--- config.mk ---
export PLATFORM = sky130hd
export DESIGN_NAME = raster_top
export DESIGN_NICKNAME = d
export VERILOG_FILES = /design/src/rtl/raster_pkg.sv /design/src/rtl/stream_reg.sv /design/src/rtl/edge_sequencer.sv /design/src/rtl/line_engine.sv /design/src/rtl/raster_top.sv
export SDC_FILE = /design/constraint.sdc
export NUM_CORES = 1
export LEC_CHECK = 0
export BUFFER_PORTS_ARGS = -buffer_cell sky130_fd_sc_hd__buf_2
export CAP_MARGIN = 20
export CORE_MARGIN = 5
export CORE_UTILIZATION = 45
export CTS_BUF_LIST = sky130_fd_sc_hd__clkbuf_4 sky130_fd_sc_hd__clkbuf_8
export CTS_CLUSTER_SIZE = 40
export DETAILED_ROUTE_END_ITERATION = 8
export GPL_TIMING_DRIVEN = 1
export HOLD_SLACK_MARGIN = 0.12
export SYNTH_ARGS = -nofsm -noshare
export SYNTH_HDL_FRONTEND = slang
export SYNTH_SLANG_ARGS = --single-unit
--- constraint.sdc ---
create_clock -name clk -period 6.8 [get_ports clk]
set_clock_uncertainty 0.1 [all_clocks]
set_input_delay 0.68 -clock clk [delete_from_list [all_inputs] [get_ports clk]]
set_output_delay 0.68 -clock clk [all_outputs]
set_load 0.005 [all_outputs]
--- src/rtl/raster_pkg.sv ---
/*
  Shared types for the line and triangle outline rasterizer.
  Coordinates are unsigned, 10 bits each, with no range or clip checks.
  A command draws v0-v1 for a line, v0-v1-v2-v0 for a triangle.
  Pixel order follows integer Bresenham, ties step the minor axis.
*/
package raster_pkg;

	localparam int COORD_W = 10;
	localparam int ERR_W   = COORD_W + 2;   // Signed error term and deltas

	typedef struct packed {
		logic [COORD_W-1:0] x;
		logic [COORD_W-1:0] y;
	} point_t;

	// Shape request, v2 unused for lines
	typedef struct packed {
		logic   triangle;
		point_t v0;
		point_t v1;
		point_t v2;
	} draw_cmd_t;

	// One edge handed to the line engine
	typedef struct packed {
		point_t start_pt;
		point_t end_pt;
		logic   last_seg;   // Final edge of the shape
	} segment_t;

	typedef struct packed {
		point_t pos;
		logic   last;       // Final pixel of the shape
	} pixel_t;

endpackage

--- src/rtl/stream_reg.sv ---
/*
  Valid/ready register slice with a spare (skid) entry.
  Full throughput, in_ready comes straight from a flop.
  Input accepted on one edge is valid at the output after that edge.
  Payload registers are not reset.
*/
`timescale 1ns/1ps

module stream_reg #(
	parameter type T = logic
) (
	input  logic clk,
	input  logic n_rst,
	input  logic in_valid,
	output logic in_ready,
	input  T     in_data,
	output logic out_valid,
	input  logic out_ready,
	output T     out_data
);

	T     skid_data;
	logic skid_valid;
	logic skid_valid_nxt;
	logic out_valid_nxt;
	logic in_fire;
	logic load_main;

	assign in_fire   = in_valid && in_ready;
	assign load_main = !out_valid || out_ready;   // Main entry empty or draining
	assign in_ready  = !skid_valid;

	always_comb begin
		if (load_main) begin
			skid_valid_nxt = 1'b0;                  // Spare always empties into main
			out_valid_nxt  = skid_valid || in_fire;
		end else begin
			skid_valid_nxt = skid_valid || in_fire;
			out_valid_nxt  = 1'b1;
		end
	end

	always_ff @(posedge clk, negedge n_rst) begin
		if (!n_rst) begin
			out_valid  <= 1'b0;
			skid_valid <= 1'b0;
		end else begin
			out_valid  <= out_valid_nxt;
			skid_valid <= skid_valid_nxt;
		end
	end

	always_ff @(posedge clk) begin
		if (load_main && skid_valid)
			out_data <= skid_data;   // Older word goes first
		else if (load_main && in_fire)
			out_data <= in_data;
		if (!load_main && in_fire)
			skid_data <= in_data;
	end

endmodule

--- src/rtl/edge_sequencer.sv ---
/*
  Breaks a draw command into edges for the line engine.
  Line gives one edge v0-v1; triangle gives v0-v1, v1-v2, v2-v0.
  One edge is in flight at a time, finished by seg_done.
  One idle cycle separates consecutive edges of a triangle.
  A new command is taken only in IDLE.
*/
`timescale 1ns/1ps

module edge_sequencer (
	input  logic                  clk,
	input  logic                  n_rst,
	input  logic                  cmd_valid,
	output logic                  cmd_ready,
	input  raster_pkg::draw_cmd_t cmd,
	output logic                  seg_valid,
	input  logic                  seg_ready,
	output raster_pkg::segment_t  seg,
	input  logic                  seg_done
);

	typedef enum logic [2:0] {
		IDLE,
		EDGE_A,
		GAP_A,
		EDGE_B,
		GAP_B,
		EDGE_C
	} state_t;

	state_t state;
	state_t next_state;

	raster_pkg::draw_cmd_t cur_cmd;
	logic                  issued;   // Current edge already taken by the engine
	logic                  in_edge;

	assign cmd_ready = (state == IDLE);
	assign in_edge   = (state == EDGE_A) || (state == EDGE_B) || (state == EDGE_C);
	assign seg_valid = in_edge && !issued;

	always_comb begin
		next_state = state;
		case (state)
			IDLE: begin
				if (cmd_valid)
					next_state = EDGE_A;
			end
			EDGE_A: begin
				if (seg_done)
					next_state = cur_cmd.triangle ? GAP_A : IDLE;
			end
			GAP_A: next_state = EDGE_B;
			EDGE_B: begin
				if (seg_done)
					next_state = GAP_B;
			end
			GAP_B: next_state = EDGE_C;
			EDGE_C: begin
				if (seg_done)
					next_state = IDLE;
			end
			default: next_state = IDLE;
		endcase
	end

	// Edge endpoints picked from the latched vertices
	always_comb begin
		seg.start_pt = cur_cmd.v0;
		seg.end_pt   = cur_cmd.v1;
		seg.last_seg = !cur_cmd.triangle;   // Only edge of a line
		case (state)
			EDGE_B: begin
				seg.start_pt = cur_cmd.v1;
				seg.end_pt   = cur_cmd.v2;
				seg.last_seg = 1'b0;
			end
			EDGE_C: begin
				seg.start_pt = cur_cmd.v2;
				seg.end_pt   = cur_cmd.v0;
				seg.last_seg = 1'b1;             // Closing edge
			end
			default: ;
		endcase
	end

	always_ff @(posedge clk, negedge n_rst) begin
		if (!n_rst) begin
			state  <= IDLE;
			issued <= 1'b0;
		end else begin
			state <= next_state;
			if (seg_done)
				issued <= 1'b0;
			else if (seg_valid && seg_ready)
				issued <= 1'b1;
		end
	end

	always_ff @(posedge clk) begin
		if (cmd_valid && cmd_ready)
			cur_cmd <= cmd;
	end

endmodule

--- src/rtl/line_engine.sv ---
/*
  Bresenham line stepper, one pixel per accepted output transfer.
  Both endpoints are emitted, N = max(|dx|, |dy|) + 1 pixels per edge.
  Error rule: e2 = 2*err, e2 >= dy steps x, e2 <= dx steps y.
  Takes a new edge only when idle; seg_done pulses as the end pixel
  is accepted downstream.
*/
`timescale 1ns/1ps

module line_engine (
	input  logic                 clk,
	input  logic                 n_rst,
	input  logic                 seg_valid,
	output logic                 seg_ready,
	input  raster_pkg::segment_t seg,
	output logic                 pix_valid,
	input  logic                 pix_ready,
	output raster_pkg::pixel_t   pix,
	output logic                 seg_done
);

	logic busy;

	raster_pkg::point_t cur_pos;
	raster_pkg::point_t end_pos;
	logic               last_seg;
	logic               x_inc;      // Step direction of the current edge
	logic               y_inc;

	logic signed [raster_pkg::ERR_W-1:0] dx;    // |dx|
	logic signed [raster_pkg::ERR_W-1:0] dy;    // -|dy|
	logic signed [raster_pkg::ERR_W-1:0] err;
	logic signed [raster_pkg::ERR_W-1:0] err_nxt;
	logic signed [raster_pkg::ERR_W:0]   e2;

	// Incoming edge set-up
	logic [raster_pkg::COORD_W-1:0]      dx_abs;
	logic [raster_pkg::COORD_W-1:0]      dy_abs;
	logic                                new_x_inc;
	logic                                new_y_inc;
	logic signed [raster_pkg::ERR_W-1:0] dx_ext;
	logic signed [raster_pkg::ERR_W-1:0] dy_ext;

	logic seg_fire;
	logic pix_fire;
	logic at_end;
	logic step_x;
	logic step_y;

	assign seg_ready = !busy;
	assign pix_valid = busy;
	assign seg_fire  = seg_valid && seg_ready;
	assign pix_fire  = pix_valid && pix_ready;
	assign at_end    = (cur_pos.x == end_pos.x) && (cur_pos.y == end_pos.y);
	assign seg_done  = pix_fire && at_end;

	always_comb begin
		pix.pos  = cur_pos;
		pix.last = at_end && last_seg;
	end

	always_comb begin
		if (seg.end_pt.x >= seg.start_pt.x) begin
			dx_abs    = seg.end_pt.x - seg.start_pt.x;
			new_x_inc = 1'b1;
		end else begin
			dx_abs    = seg.start_pt.x - seg.end_pt.x;
			new_x_inc = 1'b0;
		end
		if (seg.end_pt.y >= seg.start_pt.y) begin
			dy_abs    = seg.end_pt.y - seg.start_pt.y;
			new_y_inc = 1'b1;
		end else begin
			dy_abs    = seg.start_pt.y - seg.end_pt.y;
			new_y_inc = 1'b0;
		end
		dx_ext = {2'b00, dx_abs};
		dy_ext = {2'b00, dy_abs};
	end

	// Ties (e2 equal to a bound) take the minor axis step
	assign e2     = {err, 1'b0};
	assign step_x = (e2 >= dy);
	assign step_y = (e2 <= dx);

	always_comb begin
		err_nxt = err;
		if (step_x)
			err_nxt = err_nxt + dy;
		if (step_y)
			err_nxt = err_nxt + dx;
	end

	always_ff @(posedge clk, negedge n_rst) begin
		if (!n_rst)
			busy <= 1'b0;
		else if (seg_fire)
			busy <= 1'b1;
		else if (seg_done)
			busy <= 1'b0;   // End pixel handed over
	end

	always_ff @(posedge clk) begin
		if (seg_fire) begin
			cur_pos  <= seg.start_pt;
			end_pos  <= seg.end_pt;
			last_seg <= seg.last_seg;
			x_inc    <= new_x_inc;
			y_inc    <= new_y_inc;
			dx       <= dx_ext;
			dy       <= -dy_ext;
			err      <= dx_ext - dy_ext;
		end else if (pix_fire && !at_end) begin
			if (step_x)
				cur_pos.x <= x_inc ? cur_pos.x + 1'b1 : cur_pos.x - 1'b1;
			if (step_y)
				cur_pos.y <= y_inc ? cur_pos.y + 1'b1 : cur_pos.y - 1'b1;
			err <= err_nxt;
		end
	end

endmodule

--- src/rtl/raster_top.sv ---
/*
  Outline rasterizer top: input slice, edge sequencer, line engine,
  output slice. Latency varies with the shape and back-pressure.
  End of a shape is the pixel with last set.
*/
`timescale 1ns/1ps

module raster_top (
	input  logic                  clk,
	input  logic                  n_rst,
	input  logic                  cmd_valid,
	output logic                  cmd_ready,
	input  raster_pkg::draw_cmd_t cmd,
	output logic                  pix_valid,
	input  logic                  pix_ready,
	output raster_pkg::pixel_t    pix
);

	// Registered command toward the sequencer
	logic                  cmd_q_valid;
	logic                  cmd_q_ready;
	raster_pkg::draw_cmd_t cmd_q;

	logic                 seg_valid;
	logic                 seg_ready;
	raster_pkg::segment_t seg;
	logic                 seg_done;

	// Engine output before the output slice
	logic               eng_pix_valid;
	logic               eng_pix_ready;
	raster_pkg::pixel_t eng_pix;

	stream_reg #(.T(raster_pkg::draw_cmd_t)) cmd_slice_i (
		.clk       (clk),
		.n_rst     (n_rst),
		.in_valid  (cmd_valid),
		.in_ready  (cmd_ready),
		.in_data   (cmd),
		.out_valid (cmd_q_valid),
		.out_ready (cmd_q_ready),
		.out_data  (cmd_q)
	);

	edge_sequencer seq_i (
		.clk       (clk),
		.n_rst     (n_rst),
		.cmd_valid (cmd_q_valid),
		.cmd_ready (cmd_q_ready),
		.cmd       (cmd_q),
		.seg_valid (seg_valid),
		.seg_ready (seg_ready),
		.seg       (seg),
		.seg_done  (seg_done)
	);

	line_engine engine_i (
		.clk       (clk),
		.n_rst     (n_rst),
		.seg_valid (seg_valid),
		.seg_ready (seg_ready),
		.seg       (seg),
		.pix_valid (eng_pix_valid),
		.pix_ready (eng_pix_ready),
		.pix       (eng_pix),
		.seg_done  (seg_done)
	);

	stream_reg #(.T(raster_pkg::pixel_t)) pix_slice_i (
		.clk       (clk),
		.n_rst     (n_rst),
		.in_valid  (eng_pix_valid),
		.in_ready  (eng_pix_ready),
		.in_data   (eng_pix),
		.out_valid (pix_valid),
		.out_ready (pix_ready),
		.out_data  (pix)
	);

endmodule

# ---- After elaboration in Yosys (flattened, before gate mapping)
# Cells that the tools add are included.
dict set report totals {
  ff_bits 311
  in_bits 65
  output_inout_bits 23
  wordCells 145
}
dict set report classes {
  addsub 12
  magnitude_cmp 4
  eq_ne 11
  n_mux 33
  n_reduce_logical 41
}
# cell count
set ops {}
lappend ops {{two-way mux 61 bit} 2}
lappend ops {{one-hot mux 41 bit (2 select lines)} 1}
lappend ops {{two-way mux 10 bit} 6}
lappend ops {{two-way mux 12 bit} 4}
lappend ops {{two-way mux 21 bit} 2}
lappend ops {{two-way mux 20 bit} 2}
lappend ops {{subtractor 10 bit} 4}
lappend ops {{adder 10 x 1 -> 10 bit, second input constant} 2}
lappend ops {{== test 10 bit} 2}
lappend ops {{>= comparator 10 bit} 2}
lappend ops {{subtractor 10 x 1 -> 10 bit, second input constant} 2}
lappend ops {{one-hot mux 3 bit (6 select lines)} 1}
lappend ops {{logical AND 1 bit} 15}
lappend ops {{>= comparator 13 x 12 -> 1 bit} 1}
lappend ops {{<= comparator 13 x 11 -> 1 bit} 1}
lappend ops {{adder 12 x 11 -> 12 bit} 1}
lappend ops {{adder 12 bit} 1}
lappend ops {{two-way mux 3 bit} 4}
lappend ops {{negator 10 -> 12 bit} 1}
lappend ops {{nonzero test 2 bit} 6}
lappend ops {{subtractor 10 x 10 -> 11 bit} 1}
lappend ops {{zero test 1 bit} 10}
lappend ops {{two-way mux 1 bit} 10}
lappend ops {{inequality test 2 x 1 -> 1 bit, second input constant} 4}
lappend ops {{other kinds (8)} 16}

# ---- Longest topological paths before layout
dict set report logic_depth {
  depth_word 7
  mapped_depth 27
  depth_no_buf 25
}

# ---- Modules after synthesis
# A second synthesis with hierarchy kept.
dict set report unflattened {
  cells_unflattened 1374
  hier_area_um2 17406.7
}
# mod instances cells_each area_each_um2 seq_area_each_um2
set by_module_without_submodules {}
lappend by_module_without_submodules {line_engine 1 813 7601.0 2337.2}
lappend by_module_without_submodules {{stream_reg at cmd_slice_i} 1 199 4748.3 3713.6}
lappend by_module_without_submodules {edge_sequencer 1 287 3362.0 1931.9}
lappend by_module_without_submodules {{stream_reg at pix_slice_i} 1 75 1695.4 1311.3}

# ---- Worst setup path before layout
# No wires, ideal clock.
dict set report synth_path {
  path_kind {reg2reg}
  startpoint {register seq_i.state[1]}
  endpoint {register cmd_slice_i.skid_data[0] in the netlist's numbering, enable pin}
  setup_time_ps 567
  t_arrival_ps 5339
  required_ps 6133
  slack_ps 794
  path_stages_with_launch 5
  n_path_buf 1
  period_less_slack_ps 6006
  path_cell_list {dfrtp_1 > buf_2 > or3_1 > nand2_1 > nor3b_1}
}
dict set report synth_between {
  elab_chain_cells 4
}
# element line_no
set synth_rtl {}
lappend synth_rtl {{start, declared} edge_sequencer.sv:31} ;# state_t state;
lappend synth_rtl {{start signal, assigned} edge_sequencer.sv:92} ;# state <= next_state;
lappend synth_rtl {{zero test 3 bit} edge_sequencer.sv:38} ;# assign cmd_ready = (state == IDLE);
lappend synth_rtl {{logical OR 1 bit} stream_reg.sv:30} ;# assign load_main = !out_valid || out_ready;
lappend synth_rtl {{zero test 1 bit} stream_reg.sv:58} ;# if (!load_main && in_fire)
lappend synth_rtl {{logical AND 1 bit} stream_reg.sv:58}
lappend synth_rtl {{end signal, assigned} stream_reg.sv:59} ;# skid_data <= in_data;
lappend synth_rtl {{end, declared} stream_reg.sv:22} ;# T skid_data;
# Every way passes these cells.
# A chain may end at the register's enable or synchronous reset.

==> impl_metrics.toml <==
[sta]
setup-violations-final = 0
fin_crit_ps = 6070
min_period_over_period_pct = 89.27
hold_viol_final = 0
drv_slew = 0
fin_tns_setup_ps = 0
rsz0062_at_grt = "false"
relSlewSlack_pct = 33.71
max_slew.worst_pin.slew_ps = 987.7
timing.fmax_mhz = 164.7

[flow_run]
maxCapViolCount = 0

[floorplan]
die_height_um = 199.9
rows = 69
dieWidth_um = 199.9
die_area_sq_mm = 0.03995
initial_utilization_pct = 45.61
ioPinCount = 88
core_region_area_sq_mm = 0.03557

[synthesis]
synth-seq-area-share_pct = 57.29
synthArstFlopShare_pct = 2.894
synth_area_leader_cell = "edfxtp_1"
yosys_warnings = 0
ys_seq_elements = 311
synthCells = 1246
syn_nets = 1422
synth_edf_count = 302
synthesis.area_sq_mm = 0.01622
yosys-top-cells-area = "edfxtp_1 56%, ha_1 7.9%, mux2_2 6.3%, xnor2_1 3.3%, inv_1 2.6%"
synth_top_area_share_pct = 55.90
synth_flop_cell = "edfxtp_1"
yosysUniqueCellTypes = 82
avgSynthCellArea_sq_um = 13.02

[power_and_ir_drop]
ir_drop_mv = 0.2055
p_per_area_mw_per_mm2 = 315.3
p_leak_uw = 0.007074

[cts]
clkLatencyLatePin_ps = 590
cts_tree = "done"
clock_tree.root_cell = "clkbuf_8"
post_cts_buffers = 0
clkSinkCount = 311
cts_max_level = 2
cts_buffer_depth = 3
cts_made_buffers = 52
clk_pin_slew_ps = 60

[critical_path]
crit_arrival_ps = 6280
timing.rr.start = "seq_i.state[1]"
critPathKind = "flop to flop"
crit_fanout = 39
startpoint = "seq_i.state[1]"
critPathCaptureType = "flop"
startpoint_type = "flop"
worst_ep_required_time_ps = 7010

[cells_and_area]
design_area_sq_mm = 0.01825
layout_common_cells = "302 x edfxtp_1, 111 x inv_1, 103 x ha_1"
regArea_sq_mm = 0.009294
antenna_cells = 0
area_growth_pct = 12.51
layout_commonest_cell = "edfxtp_1"
fillers = 3088
multi_input_area_sq_mm = 0.006392
layout-drive-gt1-share_pct = 21.17
final_nets = 1539

[global_route]
grt_antenna_before_repair = 0
grt_pass1_vias = 9666
gr-usage-all-layers_pct = 16.73
grt-ovfl-total = 0
grt_max_degree = 63
grt_pass1_wl_um = 53000

[route]
dr.pass1.iters = 7
drt_iter0_drc = 608
vias = 9892
ant_nets = 0
vias_per_cell = 5.321
drt-wirelength-per-cell_um = 18.02
drc = 0
wl_um = 33500

[status]
status = "finished, final reports clean"

[placed_design]
dp_hpwl_um = 24560
placed_cell_area_sq_mm = 0.01720
gp_congestion = 0.8694
io_buffers = 87

[worst_hold_path]
hold_path_class = "primary input to flop"
worstHoldStart = "cmd[20]"
[area by class of cell]
cell class | count | share of cell area, %
inverters | 112 | 2.303
flip-flops and latches | 311 | 50.92
multi-input cells | 786 | 35.02
clock inverters | 21 | 1.069
well taps | 461 | 3.160
repair buffers | 100 | 2.948
clock buffers | 68 | 4.579
[worst paths after layout]
| check | to | slack (ps) | cells past startpoint |
|---|---|---|---|
| worst max-delay path | engine_i.err[9] | 730 | 26 |
| worst min-delay path | cmd_slice_i.skid_data[20] | 180 | 1 |
| worst max register to register | engine_i.err[9] | 730 | 26 |
| worst min register to register | seq_i.cur_cmd[31] | 310 | 0 |
| max in group asynchronous | seq_i.issued | 6040 | 2 |
| min in group asynchronous | cmd_slice_i.out_valid | 380 | 2 |
[stage by stage]
| stage | power [uW] | utilization (%) | std cells | worst slack (ps) | hold WS, ps |
|---|---|---|---|---|---|
| final | 5756 | 51.32 | 1859 | 729.6 | 178.7 |
| after global routing | 6157 | 51.32 | 1859 | 224.0 | 127.8 |
| after CTS | 5825 | 51.32 | 1859 | 758.9 | 120.8 |
| after detailed placement | 4142 | 48.36 | 1768 | 784.0 | 304.5 |
| after global placement | 4114 | 48.36 | 1768 | 857.3 | 301.9 |
| after floorplan | 3741 | - | 1246 | 793.6 | 284.4 |
[critical path, cell delays in order, from the launching register on]
cell	delay [ps]
dfrtp_1	630
and3b_1	260
nor2_2	50
buf_4	230
and2_1	200
a221o_1	300
inv_1	70
ha_1	140
inv_1	60
fa_1	390
a21o_1	220
a2111oi_2	430
o21ai_1	180
nand2_2	270
inv_1	140
o31ai_1	370
o221ai_1	250
nand2_1	120
nand2_1	50
a21boi_0	220
xnor2_1	140
ha_1	240
nor3_1	190
o2111ai_1	150
o211ai_1	140
xor2_1	170
a21oi_1	80
[synth_stat cells (all sizes together), types with 3 or more instances]
cell type    n
edfxtp     302
inv        112
ha         103
mux2        91
a21oi       75
nand2       63
xnor2       61
nor2        55
o21ai       44
clkbuf      25
xor2        23
a22o        17
and2        17
a21o        16
mux2i       15
o21a        14
o21bai      14
a221oi      13
buf         12
nor2b       12
nand2b      11
nand3       11
a221o       10
dfrtp        9
a31oi        8
fa           8
nand4        8
nor3         7
a22oi        6
o211ai       6
or3          6
a2111oi      5
a211oi       5
a21boi       5
nor3b        5
o31ai        5
o22ai        4
and3b        3
nand3b       3
nor4         3
o221ai       3
o311ai       3
[where the power goes]
group	total, uW	leakage (uW)	internal, uW	switching [uW]
Combinational	1600	0.00369	783	821
Sequential	2500	0.00284	2350	150
Clock	1650	0.000544	918	734
[sequential cells by signal, summed over array words and instances, names as in the netlist, 3 cells and up]
register and cells:
engine_i.dx 10, engine_i.end_pos 20, engine_i.dy 12, seq_i.cur_cmd 61, pix_slice_i.out_data 21, cmd_slice_i.out_data 61, seq_i.state 3, cmd_slice_i.skid_data 61
pix_slice_i.skid_data 21, engine_i.err 12, engine_i.pix 20
[routing by layer]
metal	vias up	routed length, um	GRT usage [%]
met1	4723	16940	26.22
met3	62	1796	3.223
met2	221	13970	23.75
met4	0	794	4.755
met5	-	0	0
li1	4886	-	-
[what timing repair did]
| action | in CTS | in global routing |
|---|---|---|
| endpoints found under the hold margin | 10 | 0 |
| hold buffers | 2 | 0 |
| resized for setup | 0 | 0 |
[cells by family (layout without fill, tap and decap cells)]
logic type | count (synthesis) | in the layout | synth area share, %
and+or+nand+nor | 217 | 217 | 6.856
AOI/OAI and AO/OA | 267 | 267 | 11.42
adders and majority gates | 111 | 111 | 8.931
DFF | 311 | 311 | 57.29
buffers and inverters | 149 | 301 | 3.517
xor gates and xnor gates | 85 | 85 | 4.720
muxes | 106 | 106 | 7.265
(Power assumes the default switching activity.)
